File: config.mk
export PLATFORM = sky130hd
export DESIGN_NAME = pwm_generator
export DESIGN_NICKNAME = d
export VERILOG_FILES = /design/src/rtl/pwm_state_pkg.sv /design/src/rtl/pwm_types_pkg.sv /design/src/rtl/pwm_chain.sv /design/src/rtl/pwm_control_unit.sv /design/src/rtl/pwm_generator.sv /design/src/rtl/pwm_register_file.sv /design/src/rtl/timebase_generator.sv
export VERILOG_INCLUDE_DIRS = /design/src /design/src/include
export SDC_FILE = /design/constraint.sdc
export NUM_CORES = 1
export LEC_CHECK = 0
export BUFFER_PORTS_ARGS = -buffer_cell sky130_fd_sc_hd__buf_2
export CAP_MARGIN = 20
export CORE_AREA = 2 2 118 149
export DETAILED_ROUTE_END_ITERATION = 16
export DIE_AREA = 0 0 120 151
export PLACE_DENSITY = 0.77
export SLEW_MARGIN = 20
export SYNTH_ARGS = -nofsm -noshare
export SYNTH_HDL_FRONTEND = slang
export SYNTH_SLANG_ARGS = --single-unit
File: constraint.sdc
create_clock -name clock -period 3.6 [get_ports clock]
set_input_delay 0.36 -clock clock [delete_from_list [all_inputs] [get_ports clock]]
set_output_delay 0.36 -clock clock [all_outputs]
set_load 0.01 [all_outputs]
File: src/include/pwm_defs.svh
// Build-time sizes and reset values of the PWM generator
// Counter width, chain and channel counts, output count
// Register address width and the stopped-state pattern after reset
`ifndef PWM_DEFS_SVH
`define PWM_DEFS_SVH

// Width of the period counter and of every compare value
`define PWM_COUNTER_WIDTH 16

// Two chains with two channels each
`define PWM_N_CHAINS 2
`define PWM_N_CHANNELS 2

// Every channel drives a complementary pair, so four outputs per chain
`define PWM_N_OUTPUTS 8

// Word address width of the register write port
`define PWM_ADDR_WIDTH 4

// Pattern driven on every output after reset until software writes one
`define PWM_INITIAL_STOPPED 8'h00

`endif

File: src/rtl/pwm_state_pkg.sv
// State encoding of the PWM control state machine
`default_nettype none

package pwm_state_pkg;

    // Chains are held in STOPPED until a run request arrives
    // FAULTED is left only through an explicit fault clear
    typedef enum logic [1:0] {
        STOPPED = 2'd0,
        RUNNING = 2'd1,
        FAULTED = 2'd2
    } control_state_t;

endpackage

`default_nettype wire

File: src/rtl/pwm_types_pkg.sv
// Vector types shared by the PWM generator
// Counter values, output words, divider exponent, register address and data
`default_nettype none

`include "pwm_defs.svh"

package pwm_types_pkg;

    // Counter, period and compare values all share this width
    typedef logic [`PWM_COUNTER_WIDTH-1:0] counter_t;

    // One bit for each PWM output pin
    typedef logic [`PWM_N_OUTPUTS-1:0] pwm_word_t;

    // Outputs of a single chain, out_a bits low and out_b bits high
    typedef logic [2*`PWM_N_CHANNELS-1:0] chain_half_t;

    // The timebase divides the clock by 2 to the power of this value
    typedef logic [2:0] divider_t;

    typedef logic [`PWM_ADDR_WIDTH-1:0] reg_addr_t;
    typedef logic [15:0] reg_data_t;

endpackage

`default_nettype wire

File: src/rtl/pwm_chain.sv
// One PWM chain
// Period counter advanced by the timebase tick and cleared by sync,
// one comparator per channel and registered complementary outputs
// that fall back to the stopped pattern while the chain is disabled
`timescale 1ns/1ns
`default_nettype none

`include "pwm_defs.svh"

module pwm_chain (
    input  wire                             clock,
    input  wire                             reset,
    input  wire                             sync,
    input  wire                             tick,
    input  wire                             output_enable,
    input  wire pwm_types_pkg::counter_t    period,
    // Compare value of channel 0
    input  wire pwm_types_pkg::counter_t    compare_a,
    // Compare value of channel 1
    input  wire pwm_types_pkg::counter_t    compare_b,
    input  wire [`PWM_N_CHANNELS-1:0]       stopped_a,
    input  wire [`PWM_N_CHANNELS-1:0]       stopped_b,
    output logic [`PWM_N_CHANNELS-1:0]      out_a,
    output logic [`PWM_N_CHANNELS-1:0]      out_b
);

    pwm_types_pkg::counter_t          counter;
    logic                             at_wrap;
    logic [`PWM_N_CHANNELS-1:0]       below;

    // Last count of the period, the counter returns to zero after it
    assign at_wrap = counter >= (period - pwm_types_pkg::counter_t'(1));

    // The counter never exceeds period minus 1, so a compare at or above
    // the period keeps out_a high for the whole period
    assign below[0] = counter < compare_a;
    assign below[1] = counter < compare_b;

    always_ff @(posedge clock) begin
        if (!reset) begin
            counter <= '0;
        end else if (sync) begin
            counter <= '0;
        end else if (tick) begin
            if (at_wrap) begin
                counter <= '0;
            end else begin
                counter <= counter + pwm_types_pkg::counter_t'(1);
            end
        end
    end

    // Outputs follow the counter one cycle late
    // While disabled, and during reset, they hold the stopped pattern
    always_ff @(posedge clock) begin
        if (!reset || !output_enable) begin
            out_a <= stopped_a;
            out_b <= stopped_b;
        end else begin
            out_a <= below;
            out_b <= ~below;
        end
    end

endmodule

`default_nettype wire

File: src/rtl/pwm_control_unit.sv
// Run, stop and fault state machine of the PWM generator
// Emits the counter sync pulse on entry to RUNNING and the per-chain
// output enables, which drop at once while fault is high
`timescale 1ns/1ns
`default_nettype none

`include "pwm_defs.svh"

module pwm_control_unit (
    input  wire                             clock,
    input  wire                             reset,
    input  wire                             run_request,
    input  wire                             fault,
    input  wire                             fault_clear,
    input  wire [`PWM_N_CHAINS-1:0]         chain_enable,
    output logic                            sync,
    output logic [`PWM_N_CHAINS-1:0]        output_enable,
    output pwm_state_pkg::control_state_t   state
);

    pwm_state_pkg::control_state_t next_state;

    always_comb begin
        next_state = state;
        case (state)
            pwm_state_pkg::STOPPED: begin
                if (run_request) begin
                    next_state = pwm_state_pkg::RUNNING;
                end
            end
            pwm_state_pkg::RUNNING: begin
                if (!run_request) begin
                    next_state = pwm_state_pkg::STOPPED;
                end
            end
            pwm_state_pkg::FAULTED: begin
                // Leaving the fault needs the input gone and a clear from software
                if (!fault && fault_clear) begin
                    next_state = pwm_state_pkg::STOPPED;
                end
            end
            default: next_state = pwm_state_pkg::STOPPED;
        endcase
        // A fault wins over every other transition
        if (fault) begin
            next_state = pwm_state_pkg::FAULTED;
        end
    end

    always_ff @(posedge clock) begin
        if (!reset) begin
            state <= pwm_state_pkg::STOPPED;
            sync  <= 1'b0;
        end else begin
            state <= next_state;
            // Sync is high during the first RUNNING cycle only
            sync  <= (state != pwm_state_pkg::RUNNING) &&
                     (next_state == pwm_state_pkg::RUNNING);
        end
    end

    // The fault input gates the enables directly so the chains fall back
    // to the stopped pattern on the very next edge
    always_comb begin
        for (int i = 0; i < `PWM_N_CHAINS; i++) begin
            output_enable[i] = (state == pwm_state_pkg::RUNNING) && chain_enable[i] && !fault;
        end
    end

endmodule

`default_nettype wire

File: src/rtl/pwm_generator.sv
// Top level of the PWM generator
// Register file, control state machine, timebase and two PWM chains,
// with the chain outputs packed into the pwm_out word
`timescale 1ns/1ns
`default_nettype none

`include "pwm_defs.svh"

module pwm_generator (
    input  wire                             clock,
    input  wire                             reset,
    input  wire                             reg_write,
    input  wire pwm_types_pkg::reg_addr_t   reg_addr,
    input  wire pwm_types_pkg::reg_data_t   reg_data,
    input  wire                             fault,
    input  wire                             ext_timebase,
    output logic                            timebase,
    output pwm_types_pkg::pwm_word_t        pwm_out
);

    localparam int HALF = 2 * `PWM_N_CHANNELS;

    logic                               run_request;
    logic                               fault_clear;
    logic                               external_select;
    pwm_types_pkg::divider_t            divider;
    logic [`PWM_N_CHAINS-1:0]           chain_enable;
    pwm_types_pkg::pwm_word_t           stopped_state;
    pwm_types_pkg::counter_t            period [`PWM_N_CHAINS];
    pwm_types_pkg::counter_t            compare [2*`PWM_N_CHAINS];
    logic                               sync;
    logic [`PWM_N_CHAINS-1:0]           output_enable;
    pwm_state_pkg::control_state_t      state;
    logic                               tick;
    pwm_types_pkg::chain_half_t         chain_stopped [`PWM_N_CHAINS];
    pwm_types_pkg::chain_half_t         chain_out [`PWM_N_CHAINS];

    pwm_register_file registers (
        .clock(clock), .reset(reset),
        .reg_write(reg_write), .reg_addr(reg_addr), .reg_data(reg_data),
        .run_request(run_request), .fault_clear(fault_clear),
        .external_select(external_select), .divider(divider),
        .chain_enable(chain_enable), .stopped_state(stopped_state),
        .period_0(period[0]), .period_1(period[1]),
        .compare_0(compare[0]), .compare_1(compare[1]),
        .compare_2(compare[2]), .compare_3(compare[3])
    );

    pwm_control_unit control (
        .clock(clock), .reset(reset),
        .run_request(run_request), .fault(fault), .fault_clear(fault_clear),
        .chain_enable(chain_enable),
        .sync(sync), .output_enable(output_enable), .state(state)
    );

    // The divider only runs once the chains have left STOPPED
    timebase_generator timebase_gen (
        .clock(clock), .reset(reset),
        .enable(state != pwm_state_pkg::STOPPED),
        .divider(divider), .external_select(external_select),
        .ext_timebase(ext_timebase),
        .tick(tick), .internal_tick(timebase)
    );

    for (genvar i = 0; i < `PWM_N_CHAINS; i++) begin : chains
        // Each chain owns a slice of the stopped pattern and of pwm_out
        assign chain_stopped[i] = stopped_state[i*HALF +: HALF];
        assign pwm_out[i*HALF +: HALF] = chain_out[i];

        pwm_chain chain (
            .clock(clock), .reset(reset),
            .sync(sync), .tick(tick), .output_enable(output_enable[i]),
            .period(period[i]),
            .compare_a(compare[2*i]), .compare_b(compare[2*i+1]),
            .stopped_a(chain_stopped[i][`PWM_N_CHANNELS-1:0]),
            .stopped_b(chain_stopped[i][HALF-1:`PWM_N_CHANNELS]),
            .out_a(chain_out[i][`PWM_N_CHANNELS-1:0]),
            .out_b(chain_out[i][HALF-1:`PWM_N_CHANNELS])
        );
    end

endmodule

`default_nettype wire

File: src/rtl/pwm_register_file.sv
// Settings registers of the PWM generator
// Decodes the write port into control, stopped pattern, enable mask,
// periods and compare values, and makes the fault clear pulse
`timescale 1ns/1ns
`default_nettype none

`include "pwm_defs.svh"

module pwm_register_file (
    input  wire                         clock,
    input  wire                         reset,
    input  wire                         reg_write,
    input  wire pwm_types_pkg::reg_addr_t reg_addr,
    input  wire pwm_types_pkg::reg_data_t reg_data,
    output logic                        run_request,
    output logic                        fault_clear,
    output logic                        external_select,
    output pwm_types_pkg::divider_t     divider,
    output logic [`PWM_N_CHAINS-1:0]    chain_enable,
    output pwm_types_pkg::pwm_word_t    stopped_state,
    output pwm_types_pkg::counter_t     period_0,
    output pwm_types_pkg::counter_t     period_1,
    output pwm_types_pkg::counter_t     compare_0,
    output pwm_types_pkg::counter_t     compare_1,
    output pwm_types_pkg::counter_t     compare_2,
    output pwm_types_pkg::counter_t     compare_3
);

    always_ff @(posedge clock) begin
        if (!reset) begin
            run_request     <= 1'b0;
            fault_clear     <= 1'b0;
            external_select <= 1'b0;
            divider         <= '0;
            chain_enable    <= '0;
            stopped_state   <= `PWM_INITIAL_STOPPED;
            period_0        <= '0;
            period_1        <= '0;
            compare_0       <= '0;
            compare_1       <= '0;
            compare_2       <= '0;
            compare_3       <= '0;
        end else begin
            // Fault clear lasts one cycle, whatever was written
            fault_clear <= 1'b0;
            if (reg_write) begin
                case (reg_addr)
                    // Control word: run, fault clear, timebase select, divider
                    'd0: begin
                        run_request     <= reg_data[0];
                        fault_clear     <= reg_data[1];
                        external_select <= reg_data[2];
                        divider         <= reg_data[5:3];
                    end
                    'd1: stopped_state <= reg_data[`PWM_N_OUTPUTS-1:0];
                    'd2: chain_enable  <= reg_data[`PWM_N_CHAINS-1:0];
                    'd3: period_0      <= reg_data;
                    'd4: period_1      <= reg_data;
                    // Chain 0 compares, then chain 1 compares
                    'd5: compare_0     <= reg_data;
                    'd6: compare_1     <= reg_data;
                    'd7: compare_2     <= reg_data;
                    'd8: compare_3     <= reg_data;
                    // Unused addresses leave every register as it is
                    default: ;
                endcase
            end
        end
    end

endmodule

`default_nettype wire

File: src/rtl/timebase_generator.sv
// Timebase of the PWM chains
// Power-of-two divider of the clock and a synchronized edge detector
// on the external timebase input, selected into a one-cycle tick
`timescale 1ns/1ns
`default_nettype none

module timebase_generator (
    input  wire                         clock,
    input  wire                         reset,
    input  wire                         enable,
    input  wire pwm_types_pkg::divider_t divider,
    input  wire                         external_select,
    input  wire                         ext_timebase,
    output logic                        tick,
    output logic                        internal_tick
);

    // Wide enough for the largest exponent of the divider
    logic [7:0] divide_count;
    logic [7:0] divide_mask;
    logic       divide_hit;

    // Two flip-flops for metastability and a third one for the edge
    logic [2:0] ext_sync;
    logic       ext_edge;

    // With divider 0 the mask is empty and every cycle is a hit
    assign divide_mask = (8'd1 << divider) - 8'd1;
    assign divide_hit  = (divide_count & divide_mask) == divide_mask;
    assign ext_edge    = ext_sync[1] && !ext_sync[2];

    always_ff @(posedge clock) begin
        if (!reset) begin
            divide_count  <= '0;
            ext_sync      <= '0;
            tick          <= 1'b0;
            internal_tick <= 1'b0;
        end else begin
            ext_sync <= {ext_sync[1:0], ext_timebase};
            // The divider restarts from zero each time the chains are started
            if (enable) begin
                divide_count <= divide_count + 8'd1;
            end else begin
                divide_count <= '0;
            end
            internal_tick <= enable && divide_hit;
            tick          <= enable && (external_select ? ext_edge : divide_hit);
        end
    end

endmodule

`default_nettype wire

==> out/summary.txt <==
first-pass GRT wire length - 34600 µm
Post-synth top cells - dfxtp_1 (167), nand2_1 (143), ha_1 (98)
met3 Usage GRT - 4.63%
busiest grt layer - met2
DRC - 0
I/O Buffers - 33
Hold Startpoint - ext_timebase
Post-CTS Hold Buffers - 0
Worst Path Arrival - 3.74 ns
Die Width - 120 µm
Netlist cell types - 52
FF+latch count, synth - 167
Max-Cap Viols - 0
Reg clk slew, reported paths - 0.07 ns
Synth area leaders - dfxtp_1 (36%), ha_1 (13%), mux2i_1 (6.6%)
Synth Area per Inst - 8.76 µm²
Hold Crit Class - input port to register
worst r2r src - registers.period_0[2]
# IOs - 34
DRT iter0 DRCs - 403
Core Area - 16600 µm²
Rel. slew slack - 37.1%
gr ovfl total - 0
Initial Utilization - 55.0%
Worst Tran Pin Value - 0.938 ns
htree depth - 4
Final Hold Vio Count - 0
initial antenna violation count - 0
wirelength, routed - 21200 µm
grt met1 use - 28.3%
Die Ht - 151 µm
kind of critical path - register to register
Power Dens Cells - 400 nW/µm²
1st-pass router iterations - 5
fmax - 295 MHz
CP Max Fanout - 16
Final period util - 94.1%
vias per inst - 5.56
most frequent cell after synthesis - dfxtp_1
clk_lat worst skew - 0.44 ns
Final Non-Filler Cells - 1298
Clock Tree Root - clkbuf_16
Post-Syn Instances - 1046
Final TNS setup - 0 ns
Vias - 7216
GR Util met2 - 44.0%
CTS tree - done
Placed Cells - 1265
max-slew violation count - 0
Bufs on Longest Clock Path - 2
Routed WL per cell - 16.4 µm
vias in the first global route - 7039
final antenna-violating net count - 0
peak supply drop - 0.328 mV
asr flop ratio synth - 0%
fraction of the yosys area taken by sequential cells - 36.5%
number of flops mapped to enable cells by yosys - 0
Cell Rows - 53
critical path launch point type - register
CTS Buf Count - 17
Setup crit end kind - register
fin crit period - 3.39 ns
placed wire-length estimate - 15100 µm
Area Overhead vs Synth - 10.4%
Final setup violation count - 0
largest net degree at the start of global routing - 61
post-CTS setup buffer count - 0
Main synth FF type - dfxtp_1
Critical Path RT - 3.96 ns
nets@finish - 1188
clock skew - 0.00933 ns
synth warn - 0
leakage - 4.10 nW
CTS sink cnt - 167
setup ws final - 0.214 ns
outcome - complete, no violations
routability cong. - 0.885
Post-Synthesis Net Count - 1169
Place WS - 0.178 ns
RSZ-0062 raised after global routing - false
crit path launch - registers.period_0[2]
Post-Synthesis Cell Area - 9160 µm²
worst hold margin - 0.130 ns
n_diodes - 0
area leader, netlist - dfxtp_1
post-synth top area share - 36.5%
share of layout cells above drive strength 1 - 7.79%
total track usage - 24.4%
CTS resizes - 0
die area - 18100 µm²
## area by class of cell
cell class,count,area [µm²]
clock inverter,15,168
multi-input combinational,758,5380
sequential,167,3340
timing repair buffer,42,233
tap,220,275
clock buffer,17,425
fill,1459,6530
inverter,79,297
## final timing paths
check,end,slack [ns],cells after the start
setup reg to reg,chains[0].chain.counter[15],0.21,10
setup / recovery,chains[0].chain.counter[15],0.21,10
hold reg to reg,timebase_gen.ext_sync[1],0.43,1
hold / removal,timebase_gen.ext_sync[0],0.13,2
## state kept, by name, indices dropped and copies added, names as in the netlist, 4 cells and up
name	flops
chains.chain.out_a	4
registers.stopped_state	8
registers.compare_3	16
chains.chain.counter	32
timebase_gen.divide_count	7
chains.chain.out_b	4
registers.period_0	16
registers.compare_0	16
registers.period_1	16
registers.compare_1	16
registers.compare_2	16
## logic make-up after synthesis
family / after synthesis / share of synthesized area (%)
DFF: 167 / 36.5
xor gates and xnor gates: 61 / 5.83
muxes: 60 / 6.56
and+or+nand+nor: 380 / 20.9
buffers and inverters: 121 / 5.01
AOI/OAI and AO/OA: 159 / 11.8
adders and majority gates: 98 / 13.4
## where the power goes
part	switching (mW)	internal, mW
Sequential	0.0247	1.87
Clock	0.803	1.04
Combinational	0.184	0.130
## worst max-delay path, stage by stage (launching register included)
cell	delay [ns]
dfxtp_1	0.36
or4_1	0.58
or3_1	0.41
nor3b_1	0.27
xnor2_1	0.15
ha_1	0.28
a21oi_1	0.18
nand2_1	0.08
a211o_1	0.29
a211o_1	0.45
a21oi_1	0.24
## through the flow
stage / util, % / instance area, µm² / power (mW)
after CTS: 60.7 / 10100 / 4.06
after global routing: 60.8 / 10100 / 4.17
final: 60.8 / 10100 / 4.05
after global placement: 57.2 / 9520 / 2.24
after floorplan: - / 9160 / 2.15
after detailed placement: 57.2 / 9520 / 2.25
## layout by cell type, fill, tap and decap left out, types with 3 or more instances in the layout
cell,n
nand3_1,23
nor2_1,46
nand2_1,143
mux2i_1,60
nand4_1,25
and2_1,4
a21o_1,10
buf_2,33
a2111oi_0,4
a32oi_1,3
dfxtp_1,167
o21a_1,6
a221o_1,4
inv_1,79
a211o_1,3
buf_4,9
a21oi_1,45
xnor2_1,24
ha_1,98
or4_1,4
inv_6,5
xor2_1,37
a21boi_0,53
nor3b_1,5
nor4_1,5
a32o_1,3
o31ai_1,3
or3_1,4
clkbuf_16,17
nand3b_1,4
clkinvlp_4,4
nand2b_1,10
nor2b_1,68
nor3_1,18
o21ai_0,13
and3_1,9
## metal layers
metal  wire [µm]  up-vias
met4         643        0
met3         777       47
met2       10700      130
li1            -     3618
met5           0        -
met1        9160     3421
Power figures use the tool's default switching activity.
